--- config.mk ---
export PLATFORM = sky130hd
export DESIGN_NAME = llb_top
export DESIGN_NICKNAME = d
export VERILOG_FILES = /design/src/llb_pkg.sv /design/src/llb_slot_alloc.sv /design/src/llb_id_list.sv /design/src/llb_storage.sv /design/src/llb_release_arb.sv /design/src/llb_top.sv
export SDC_FILE = /design/constraint.sdc
export NUM_CORES = 1
export LEC_CHECK = 0
export BUFFER_PORTS_ARGS = -buffer_cell sky130_fd_sc_hd__buf_2
export CORE_ASPECT_RATIO = 0.5
export CORE_MARGIN = 2
export CORE_UTILIZATION = 48
export DETAILED_ROUTE_END_ITERATION = 8
export GPL_TIMING_DRIVEN = 0
export SYNTH_ARGS = -nofsm -noshare
export SYNTH_HDL_FRONTEND = slang
export SYNTH_SLANG_ARGS = --single-unit
--- constraint.sdc ---
create_clock -name clk_i -period 4.46 [get_ports clk_i]
set_input_delay 0.223 -clock clk_i [delete_from_list [all_inputs] [get_ports clk_i]]
set_output_delay 0.223 -clock clk_i [all_outputs]
set_load 0.05 [all_outputs]
--- src/llb_pkg.sv ---
/*
  Shared sizes and the list action type for the multi-ID linked-list store.
  Compile this package before every other source file.
*/
package llb_pkg;

  // Message ID and number of per-ID lists
  localparam int unsigned IdWidth = 2;
  localparam int unsigned NumIds = 1 << IdWidth;

  // Shared slot pool
  localparam int unsigned Capacity = 16;
  localparam int unsigned AddrWidth = $clog2(Capacity);

  // Payload without the ID
  localparam int unsigned DataWidth = 16;

  // One extra bit so a full list of Capacity entries fits
  localparam int unsigned CountWidth = AddrWidth + 1;

  // What a list does in a given cycle
  typedef enum logic [1:0] {
    LIST_IDLE     = 2'b00,
    LIST_PUSH     = 2'b01,
    LIST_POP      = 2'b10,
    LIST_PUSH_POP = 2'b11
  } list_op_e;

endpackage

--- src/llb_slot_alloc.sv ---
/*
  Slot allocator for the shared pool. Keeps one occupancy bit per slot,
  offers the lowest free slot and takes claims and releases each cycle.
*/
`timescale 1ns/1ps

module llb_slot_alloc (
  input  logic                          clk_i,
  input  logic                          rst_ni,
  input  logic                          claim_i,
  input  logic                          release_i,
  input  logic [llb_pkg::AddrWidth-1:0] release_addr_i,
  output logic [llb_pkg::AddrWidth-1:0] free_addr_o,
  output logic                          has_free_o
);

  logic [llb_pkg::Capacity-1:0] occ_d;
  logic [llb_pkg::Capacity-1:0] occ_q;

  // Lowest clear bit wins, scanning down so the last hit is the smallest
  always_comb begin
    free_addr_o = '0;
    for (int i = llb_pkg::Capacity - 1; i >= 0; i--) begin
      if (!occ_q[i]) begin
        free_addr_o = i[llb_pkg::AddrWidth-1:0];
      end
    end
  end

  assign has_free_o = ~&occ_q;

  // The claimed slot is clear and the released one is set, so they never collide
  always_comb begin
    occ_d = occ_q;
    if (claim_i) begin
      occ_d[free_addr_o] = 1'b1;
    end
    if (release_i) begin
      occ_d[release_addr_i] = 1'b0;
    end
  end

  always_ff @(posedge clk_i or negedge rst_ni) begin
    if (!rst_ni) begin
      occ_q <= '0;
    end else begin
      occ_q <= occ_d;
    end
  end

  // The top must hold back input while the pool is full
  a_no_claim_when_full: assert property (
    @(posedge clk_i) disable iff (!rst_ni)
    claim_i |-> has_free_o
  ) else $error("slot claimed while pool is full");

  // A release always comes from a list head, which must hold a slot
  a_release_occupied: assert property (
    @(posedge clk_i) disable iff (!rst_ni)
    release_i |-> occ_q[release_addr_i]
  ) else $error("released slot %0d is not occupied", release_addr_i);

endmodule

--- src/llb_id_list.sv ---
/*
  Linked-list controller for one message ID. Tracks head, tail and length,
  appends newly claimed slots and requests the tail link write on append.
*/
`timescale 1ns/1ps

module llb_id_list #(
  parameter int unsigned ListId = 0
) (
  input  logic                          clk_i,
  input  logic                          rst_ni,
  input  logic                          in_fire_i,
  input  logic [llb_pkg::IdWidth-1:0]   in_id_i,
  input  logic [llb_pkg::AddrWidth-1:0] free_addr_i,
  input  logic                          pop_i,
  input  logic [llb_pkg::AddrWidth-1:0] next_addr_i,
  output logic                          nonempty_o,
  output logic [llb_pkg::AddrWidth-1:0] head_addr_o,
  output logic                          link_we_o,
  output logic [llb_pkg::AddrWidth-1:0] link_addr_o
);

  logic                           push;
  llb_pkg::list_op_e              op;
  logic [llb_pkg::AddrWidth-1:0]  head_d;
  logic [llb_pkg::AddrWidth-1:0]  head_q;
  logic [llb_pkg::AddrWidth-1:0]  tail_d;
  logic [llb_pkg::AddrWidth-1:0]  tail_q;
  logic [llb_pkg::CountWidth-1:0] len_d;
  logic [llb_pkg::CountWidth-1:0] len_q;
  logic                           single;

  // Input belongs to this list only when the ID matches
  assign push = in_fire_i && (in_id_i == ListId[llb_pkg::IdWidth-1:0]);
  assign single = (len_q == llb_pkg::CountWidth'(1));

  always_comb begin
    case ({pop_i, push})
      2'b01:   op = llb_pkg::LIST_PUSH;
      2'b10:   op = llb_pkg::LIST_POP;
      2'b11:   op = llb_pkg::LIST_PUSH_POP;
      default: op = llb_pkg::LIST_IDLE;
    endcase
  end

  always_comb begin
    head_d = head_q;
    tail_d = tail_q;
    len_d = len_q;
    link_we_o = 1'b0;
    case (op)
      llb_pkg::LIST_PUSH: begin
        tail_d = free_addr_i;
        len_d = len_q + 1'b1;
        if (nonempty_o) begin
          link_we_o = 1'b1;
        end else begin
          head_d = free_addr_i;
        end
      end
      llb_pkg::LIST_POP: begin
        head_d = next_addr_i;
        len_d = len_q - 1'b1;
      end
      llb_pkg::LIST_PUSH_POP: begin
        tail_d = free_addr_i;
        // The only element leaves, so the new one becomes head directly
        if (single) begin
          head_d = free_addr_i;
        end else begin
          head_d = next_addr_i;
          link_we_o = 1'b1;
        end
      end
      default: ;
    endcase
  end

  always_ff @(posedge clk_i or negedge rst_ni) begin
    if (!rst_ni) begin
      head_q <= '0;
      tail_q <= '0;
      len_q <= '0;
    end else begin
      head_q <= head_d;
      tail_q <= tail_d;
      len_q <= len_d;
    end
  end

  assign nonempty_o = (len_q != '0);
  assign head_addr_o = head_q;
  // Link the old tail to the slot being appended
  assign link_addr_o = tail_q;

  // The arbiter grants only nonempty lists
  a_no_pop_empty: assert property (
    @(posedge clk_i) disable iff (!rst_ni)
    pop_i |-> nonempty_o
  ) else $error("list %0d popped while empty", ListId);

endmodule

--- src/llb_storage.sv ---
/*
  Payload and next-pointer arrays for the shared pool. Written at the claimed
  slot on input, read combinationally at the granted head.
*/
`timescale 1ns/1ps

module llb_storage (
  input  logic                          clk_i,
  input  logic                          rst_ni,
  input  logic                          wr_en_i,
  input  logic [llb_pkg::AddrWidth-1:0] wr_addr_i,
  input  logic [llb_pkg::DataWidth-1:0] wr_data_i,
  input  logic [llb_pkg::NumIds-1:0]    link_we_i,
  input  logic [llb_pkg::AddrWidth-1:0] link_addr_i [llb_pkg::NumIds],
  input  logic [llb_pkg::AddrWidth-1:0] rd_addr_i,
  output logic [llb_pkg::DataWidth-1:0] rd_data_o,
  output logic [llb_pkg::AddrWidth-1:0] rd_next_o
);

  logic [llb_pkg::DataWidth-1:0] data_mem [llb_pkg::Capacity];
  logic [llb_pkg::AddrWidth-1:0] next_mem [llb_pkg::Capacity];

  logic                          link_we;
  logic [llb_pkg::AddrWidth-1:0] link_addr;

  // Only the list that receives the input links, so an AND-OR merge is enough
  always_comb begin
    link_addr = '0;
    for (int i = 0; i < llb_pkg::NumIds; i++) begin
      link_addr |= link_addr_i[i] & {llb_pkg::AddrWidth{link_we_i[i]}};
    end
  end

  assign link_we = |link_we_i;

  always_ff @(posedge clk_i) begin
    if (wr_en_i) begin
      data_mem[wr_addr_i] <= wr_data_i;
    end
  end

  // Old tail now points at the slot being filled
  always_ff @(posedge clk_i) begin
    if (link_we) begin
      next_mem[link_addr] <= wr_addr_i;
    end
  end

  assign rd_data_o = data_mem[rd_addr_i];
  assign rd_next_o = next_mem[rd_addr_i];

  a_single_link: assert property (
    @(posedge clk_i) disable iff (!rst_ni)
    $onehot0(link_we_i)
  ) else $error("more than one list links in the same cycle");

  // A link write always accompanies a payload write
  a_link_with_write: assert property (
    @(posedge clk_i) disable iff (!rst_ni)
    link_we |-> wr_en_i
  ) else $error("link write without payload write");

endmodule

--- src/llb_release_arb.sv ---
/*
  Release arbiter. Grants the lowest nonempty ID, selects its head slot for
  the read and pops that list when the output handshake completes.
*/
`timescale 1ns/1ps

module llb_release_arb (
  input  logic [llb_pkg::NumIds-1:0]    nonempty_i,
  input  logic [llb_pkg::AddrWidth-1:0] head_addr_i [llb_pkg::NumIds],
  input  logic                          out_ready_i,
  output logic                          out_valid_o,
  output logic [llb_pkg::IdWidth-1:0]   out_id_o,
  output logic [llb_pkg::AddrWidth-1:0] grant_addr_o,
  output logic [llb_pkg::NumIds-1:0]    pop_o,
  output logic                          release_o
);

  logic [llb_pkg::IdWidth-1:0] grant_id;
  logic                        out_fire;

  // Scan down so the lowest nonempty ID is the final hit
  always_comb begin
    grant_id = '0;
    for (int i = llb_pkg::NumIds - 1; i >= 0; i--) begin
      if (nonempty_i[i]) begin
        grant_id = i[llb_pkg::IdWidth-1:0];
      end
    end
  end

  assign out_valid_o = |nonempty_i;
  assign out_id_o = grant_id;
  assign grant_addr_o = head_addr_i[grant_id];

  assign out_fire = out_valid_o && out_ready_i;
  assign release_o = out_fire;

  always_comb begin
    pop_o = '0;
    if (out_fire) begin
      pop_o[grant_id] = 1'b1;
    end
  end

endmodule

--- src/llb_top.sv ---
/*
  Multi-ID message store on shared linked lists. Messages enter with an ID,
  keep FIFO order per ID and leave lowest ID first over valid/ready.
*/
`timescale 1ns/1ps

module llb_top (
  input  logic                          clk_i,
  input  logic                          rst_ni,
  input  logic                          in_valid_i,
  input  logic [llb_pkg::IdWidth-1:0]   in_id_i,
  input  logic [llb_pkg::DataWidth-1:0] in_data_i,
  output logic                          in_ready_o,
  output logic                          out_valid_o,
  output logic [llb_pkg::IdWidth-1:0]   out_id_o,
  output logic [llb_pkg::DataWidth-1:0] out_data_o,
  input  logic                          out_ready_i
);

  logic                          in_fire;
  logic [llb_pkg::AddrWidth-1:0] free_addr;
  logic                          has_free;

  logic [llb_pkg::NumIds-1:0]    nonempty;
  logic [llb_pkg::AddrWidth-1:0] head_addr [llb_pkg::NumIds];
  logic [llb_pkg::NumIds-1:0]    link_we;
  logic [llb_pkg::AddrWidth-1:0] link_addr [llb_pkg::NumIds];
  logic [llb_pkg::NumIds-1:0]    pop;

  logic [llb_pkg::AddrWidth-1:0] grant_addr;
  logic [llb_pkg::AddrWidth-1:0] rd_next;
  logic                          release_slot;

  // Input is taken whenever a slot is free
  assign in_ready_o = has_free;
  assign in_fire = in_valid_i && has_free;

  llb_slot_alloc u_slot_alloc (
    .clk_i          (clk_i),
    .rst_ni         (rst_ni),
    .claim_i        (in_fire),
    .release_i      (release_slot),
    .release_addr_i (grant_addr),
    .free_addr_o    (free_addr),
    .has_free_o     (has_free)
  );

  for (genvar g = 0; g < llb_pkg::NumIds; g++) begin : g_list
    llb_id_list #(
      .ListId (g)
    ) u_id_list (
      .clk_i       (clk_i),
      .rst_ni      (rst_ni),
      .in_fire_i   (in_fire),
      .in_id_i     (in_id_i),
      .free_addr_i (free_addr),
      .pop_i       (pop[g]),
      .next_addr_i (rd_next),
      .nonempty_o  (nonempty[g]),
      .head_addr_o (head_addr[g]),
      .link_we_o   (link_we[g]),
      .link_addr_o (link_addr[g])
    );
  end

  llb_storage u_storage (
    .clk_i       (clk_i),
    .rst_ni      (rst_ni),
    .wr_en_i     (in_fire),
    .wr_addr_i   (free_addr),
    .wr_data_i   (in_data_i),
    .link_we_i   (link_we),
    .link_addr_i (link_addr),
    .rd_addr_i   (grant_addr),
    .rd_data_o   (out_data_o),
    .rd_next_o   (rd_next)
  );

  // The granted head is both the read address and the slot to free
  llb_release_arb u_release_arb (
    .nonempty_i   (nonempty),
    .head_addr_i  (head_addr),
    .out_ready_i  (out_ready_i),
    .out_valid_o  (out_valid_o),
    .out_id_o     (out_id_o),
    .grant_addr_o (grant_addr),
    .pop_o        (pop),
    .release_o    (release_slot)
  );

  // A message needs one edge in storage before it can leave
  a_stored_first: assert property (
    @(posedge clk_i) disable iff (!rst_ni)
    $rose(out_valid_o) |-> $past(in_fire)
  ) else $error("output became valid without a prior acceptance");

endmodule

* Yosys cells after proc, flatten, opt, wreduce, memory -nomap -nowiden
Memory sizes are Yosys's and may differ from the RTL's.
Cells that the tools add are included.
** Storage, ports and cells
- Memory bits (writable) :: 320
- Register bits after elaboration :: 68
- Input bits :: 22
- Memories kept :: 2
- Output and inout bits :: 20
- Word-level logic and storage cells :: 178
** Cells by class
- Mux-type cells :: 68
- Bitwise operators :: 11
- $lt $le $gt $ge :: 7
- Add/sub/neg operators :: 8
- Reduce and logical (&&, ||, !) cells :: 34
- Equality and inequality tests :: 35
** Memory list
- u_storage.data_mem :: depth 16, bits a word 16, read ports 1, clocked after Yosys merged registers in 0, wr ports 1, RTL line llb_storage.sv:20 : logic [llb_pkg::DataWidth-1:0] data_mem [llb_pkg::Capacity];
- u_storage.next_mem :: depth 16, bits a word 4, read ports 1, clocked after Yosys merged registers in 0, wr ports 1, RTL line llb_storage.sv:21 : logic [llb_pkg::AddrWidth-1:0] next_mem [llb_pkg::Capacity];
** Operator list (count)
- 4-bit 2-to-1 mux :: 27
- 4-bit case mux with 3 select lines :: 4
- 5-bit case mux with 2 select lines :: 4
- 2-bit == test (second input constant) :: 18
- 16-bit 2-to-1 mux :: 2
- 2-bit case mux with 3 select lines :: 4
- 5-bit by 1-bit adder with 5-bit output (second input constant) :: 4
- 5-bit by 1-bit == test with 1-bit output (second input constant) :: 4
- 5-bit nonzero test :: 4
- 5-bit by 1-bit subtractor with 5-bit output (second input constant) :: 4
- 2-bit by 1-bit == test with 1-bit output (second input constant) :: 9
- 16-bit bitwise AND :: 1
- 4-bit bitwise AND :: 4
- 16-bit NOT :: 1
- 16-bit bitwise OR :: 1
- 16-bit AND reduction :: 1
- 1-bit 2-to-1 mux :: 15
- 4-bit bitwise OR :: 3
- 3-bit nonzero test :: 4
- 4-bit by 5-bit less-than comparator with 1-bit output (second input constant) :: 2
- 1-bit logical AND :: 9
- 4-bit binary-select mux with 2-bit select :: 1
- 1-bit demux with 4-bit select :: 2
- 4-bit by 1-bit greater-or-equal comparator with 1-bit output (second input constant) :: 2
- other kinds (14) :: 33

* Depth between registers and ports, before layout
- Depth in word-level cells :: 24
- Mapped depth :: 15
- Depth with buffers taken out :: 14

* Cells and area by module
From an unflattened synthesis, not the netlist that was laid out.
** Second synthesis, totals
- Cell total of the unflattened synthesis :: 977
- Area total of the unflattened synthesis :: 16784.8 um^2
** Modules (own cells, without submodules)
- llb_storage :: cells each 554, sequential area each 9609.2 um^2, times used 1, area an instance 12391.9 um^2
- llb_id_list (g_list[1].u_id_list ...) :: cells each 73, sequential area each 325.3 um^2, times used 2, area an instance 775.7 um^2
- llb_slot_alloc :: cells each 115, sequential area each 400.4 um^2, times used 1, area an instance 1097.3 um^2
- llb_id_list (g_list[3].u_id_list) :: cells each 70, sequential area each 325.3 um^2, times used 1, area an instance 758.2 um^2
- llb_id_list (g_list[0].u_id_list) :: cells each 58, sequential area each 325.3 um^2, times used 1, area an instance 755.7 um^2
- llb_release_arb :: cells each 33, sequential area each 0.0 um^2, times used 1, area an instance 224.0 um^2
- llb_top :: cells each 1, sequential area each 0.0 um^2, times used 1, area an instance 6.3 um^2

* Least setup slack after synthesis
No wires, ideal clock.
- Path kind :: reg-to-reg
- Start point :: reg u_slot_alloc.occ_q[0] (netlist name)
- End point :: mem u_storage.data_mem[12][0] (netlist name), enable pin
- Setup slack :: 743 ps
- Data required time :: 4048 ps
- Setup time :: 412 ps
- Arrival time :: 3305 ps
- Stages on the path, launching flop included :: 5
- Buffers on the path :: 0
- Clock period less this slack :: 3717 ps
- Cell sequence :: dfrtp_1 -> nand4_1 -> nor3_1 -> nand3_1 -> nor3_1
** Between the ends
- Elaborated cells on any way between the ends :: 6
- Classes of those cells :: 3 x mux; 3 x reduce/logical
** RTL lines
- from (decl) :: RTL line llb_slot_alloc.sv:18 : logic [llb_pkg::Capacity-1:0] occ_q;
- from (signal assigned) :: RTL line llb_slot_alloc.sv:45 : occ_q <= '0;
- from (signal assigned) :: RTL line llb_slot_alloc.sv:47 : occ_q <= occ_d;
- 4-bit 2-to-1 mux :: RTL line llb_slot_alloc.sv:24 : if (!occ_q[i]) begin
- named net free_addr (one bit) :: RTL line llb_top.sv:21 : logic [llb_pkg::AddrWidth-1:0] free_addr;
- to (decl) :: RTL line llb_storage.sv:20
The timed path passes the listed nets, and every way through them passes these cells.

* Worst setup path after layout
- Start point :: reg g_list[3].u_id_list.len_q[0] (netlist name)
- End point :: out out_data_o[15] (netlist name)
** Between the ends
- Longest elaborated chain between the ends :: 10
** Ends and longest elaborated chain
- from (decl) :: RTL line llb_id_list.sv:30 : logic [llb_pkg::CountWidth-1:0] len_q;
- from (signal assigned) :: RTL line llb_id_list.sv:87 : len_q <= len_d;
- 5-bit nonzero test :: RTL line llb_id_list.sv:91 : assign nonempty_o = (len_q != '0);
- 2-bit 2-to-1 mux (4 in a row) :: RTL line llb_release_arb.sv:25 : if (nonempty_i[i]) begin
- 2-bit NOT with 3-bit output (not written as such) :: RTL line llb_release_arb.sv:33 : assign grant_addr_o = head_addr_i[grant_id];
- 4-bit binary-select mux with 2-bit select :: RTL line llb_release_arb.sv:33
- 4-bit 2-to-1 mux (not written as such) (2 in a row) :: RTL line llb_release_arb.sv:33
- memory read 16 x 16 bit
- to (decl) :: RTL line llb_top.sv:16 : output logic [llb_pkg::DataWidth-1:0] out_data_o,
Every way passes these cells. The select of a mux whose other input is x is not followed.

==> qor.txt <==
status = completed
period utilization = 0.958
syn_nets = 1,410
CP Launch Point = g_list[3].u_id_list.len_q[0]
Rows = 48
M2 GR Usage = 0.388
drt wl/cell = 21.6 um
Clk pwr share = 0.237
Die Y = 137 um
H-tree depth = 2
largest net degree at the start of global routing = 69
CP Launch Type = flip-flop
mapped cell area = 16,900 um^2
CTS tree = done
Sw Ratio = 0.413
most common cell after layout, fill and taps aside = edfxtp_1
sequential share of power = 0.344
relative slew slack = 0.0659
register area share after synthesis = 0.670
initial antenna violation count = 0
worst reg2reg path startpoint = u_slot_alloc.occ_q[2]
DRC Markers = 0
Initial DRT Pass Iterations = 5
Post-DP Area = 18,000 um^2
number of distinct library cells after synthesis = 65
Internal Power = 8090 uW
most frequent cells in the layout = 320 x edfxtp_1, 270 x nand2_1, 171 x nand3_1, 68 x dfrtp_1, 66 x buf_2
synth warn = 0
Crit path arrival time = 4.05 ns
post-layout min period = 4.27 ns
GR Util met3 = 0.0396
Final Util = 0.565
Area Growth Syn to Fin = 15.7%
Most Crowded Layer GR = met2
crit path max fanout = 10
IO buf count = 40
setup slack after layout = 0.189 ns
setup tns final = 0 ns
asr flop ratio synth = 0.175
Max Cap Viol = 0
grt ovf = 0
#FFs+latches synth = 388
routability cong. = 0.839
Via density = 5.84
top-area cell type share of the netlist area = 0.569
vias in the first global route = 11,318
Place WS = 0.0197 ns
Core Region = 34,600 um^2
critical path type = reg2out
Die Area = 36,800 um^2
Hold WC Path Type = in2reg
clock root buffer = clkbuf_16
Yosys top cell by area = edfxtp_1
total global routing track utilization = 0.232
clk_lat worst skew = 0.55 ns
First DRT Iteration DRCs = 978
Top Ports = 42
Initial Util = 0.488
DP HPWL = 29,200 um
die width = 269 um
Antenna Diode Count = 0
NumNets Final = 1,516
share of cells above drive strength 1 = 0.174
worst-case clock buffer depth = 3
GR Layer Usage met1 = 0.315
critical-path cell list = inv_1 -> ha_1 -> or4b_1 -> buf_2 -> o31ai_4 -> buf_4 -> buf_4 -> nand2_2 -> nand2_2 -> buf_4 -> buf_4 -> buf_4 -> a31oi_1 -> a32oi_2 -> nand3_1 -> buf_2
worst vdd ir = 0.436 mV
wire length of the first global-routing pass = 65,100 um
pwr dens = 705 nW/um^2
top post-synthesis cells by area = edfxtp_1 57%, dfrtp_1 10%, nand2_1 6.0%
Most used DFF post-synth = edfxtp_1
post-synthesis cell count = 1,356
Lkg Pwr = 0.00725 uW
Hold Vio Cnt, Final = 0
worst-margin pin slew = 1.40 ns
EDFF count, synth = 320
cell area after layout = 19,500 um^2
achievable frequency = 234 MHz
final setup violation count = 0
Crit path required time = 4.24 ns
CTS clk-pin slew, worst paths = 0.07 ns
P_sw = 5690 uW
DRT antenna net count = 0
min-delay src = in_data_i[2]
Clock Skews = 0.0135 ns
crit end category = output pin
CP dominant cell by count = buf_4
Layout Cells excl Fill = 1,964
combinational share of power = 0.419
CP max stage delay = 0.44 ns
via count = 11,461
placed cells = 1,889
CTS sink cnt = 388
Num CTS Buffers = 37
CP max stage cell = dfrtp_1
Final Max Slew Viols = 0
overall routed net length = 42,400 um
Synth Area per Inst = 12.5 um^2
final timing paths:
| kind | endpoint | slack (ns) | cells after the start |
|---|---|---|---|
| max | out_data_o[15] | 0.19 | 16 |
| min | u_storage.data_mem[13][2] | 0.06 | 1 |
| max reg2reg | u_storage.next_mem[0][2] | 0.20 | 11 |
| min reg2reg | g_list[3].u_id_list.len_q[4] | 0.50 | 1 |
| max in group asynchronous | u_slot_alloc.occ_q[7] | 3.51 | 2 |
| min in group asynchronous | g_list[2].u_id_list.len_q[0] | 0.35 | 2 |
power by group through the flow:
stage	clock network [uW]	logic [uW]	registers (uW)
finish	3260	5770	4740
global route	3430	6230	4790
CTS	3300	5650	4740
detailed placement	0	5510	4800
global placement	0	5330	4790
floorplan	0	3730	4730
stage by stage:
stage	power, uW	hold WS, ns
after CTS	13700	0.0476
final	13800	0.0638
after global routing	14500	0.0670
after detailed placement	10300	0.409
after global placement	10100	0.471
after floorplan	8450	-0.0726
metal layers:
metal  routed length (um)  share of wire
met5                    0              0
met3                 2500          0.059
met4                 1020          0.024
met2                20100           0.47
met1                18800           0.44
synthesized netlist by cell type, drive strengths merged (21+ instances only):
master,count
a31oi,23
dfrtp,68
ha,32
buf,53
edfxtp,320
nand2,274
mux2i,24
a22oi,24
nor2,49
nand3,171
a21oi,21
inv,29
o21ai,32
nor3,24
logic make-up after synthesis:
logic type,Yosys count,synth area share
adders and majority gates,32,0.0237
AOI/OAI and AO/OA,191,0.0836
DFF,388,0.670
muxes,37,0.0229
xor gates and xnor gates,20,0.0104
and+or+nand+nor,588,0.161
buffers and inverters,100,0.0285
registers in the layout (all words and copies together), names as in the netlist:
signal and cells:
g_list.u_id_list.head_addr_o 16, g_list.u_id_list.len_q 20, u_storage.next_mem 64, u_storage.data_mem 256, g_list.u_id_list.link_addr_o 16, u_slot_alloc.occ_q 16
critical path: cells and delay by family (launching register included):
family                     cells  cell delay (ns)
AOI/OAI and AO/OA              3             0.65
buffers and inverters          8             1.50
DFF                            1             0.44
adders and majority gates      1             0.15
and+or+nand+nor                4             0.75
timing repair:
item	in CTS	in global routing
resized for setup	27	43
endpoints found under the hold margin	69	0
hold buffers	2	0
pin swaps	1	3
endpoints found under the setup margin	20	80
setup buffers	2	5
final cells by class:
type                    count  area, um^2
fillers                  2886       15100
flip-flops and latches    388       11300
multi-input cells         868        5360
clock buffers              44         962
well taps                 475         594
repair buffers             67         503
plain buffers              71         437
clock inverters            22         262
inverters                  29         109
No activity file was read; power rests on OpenSTA's default activity.
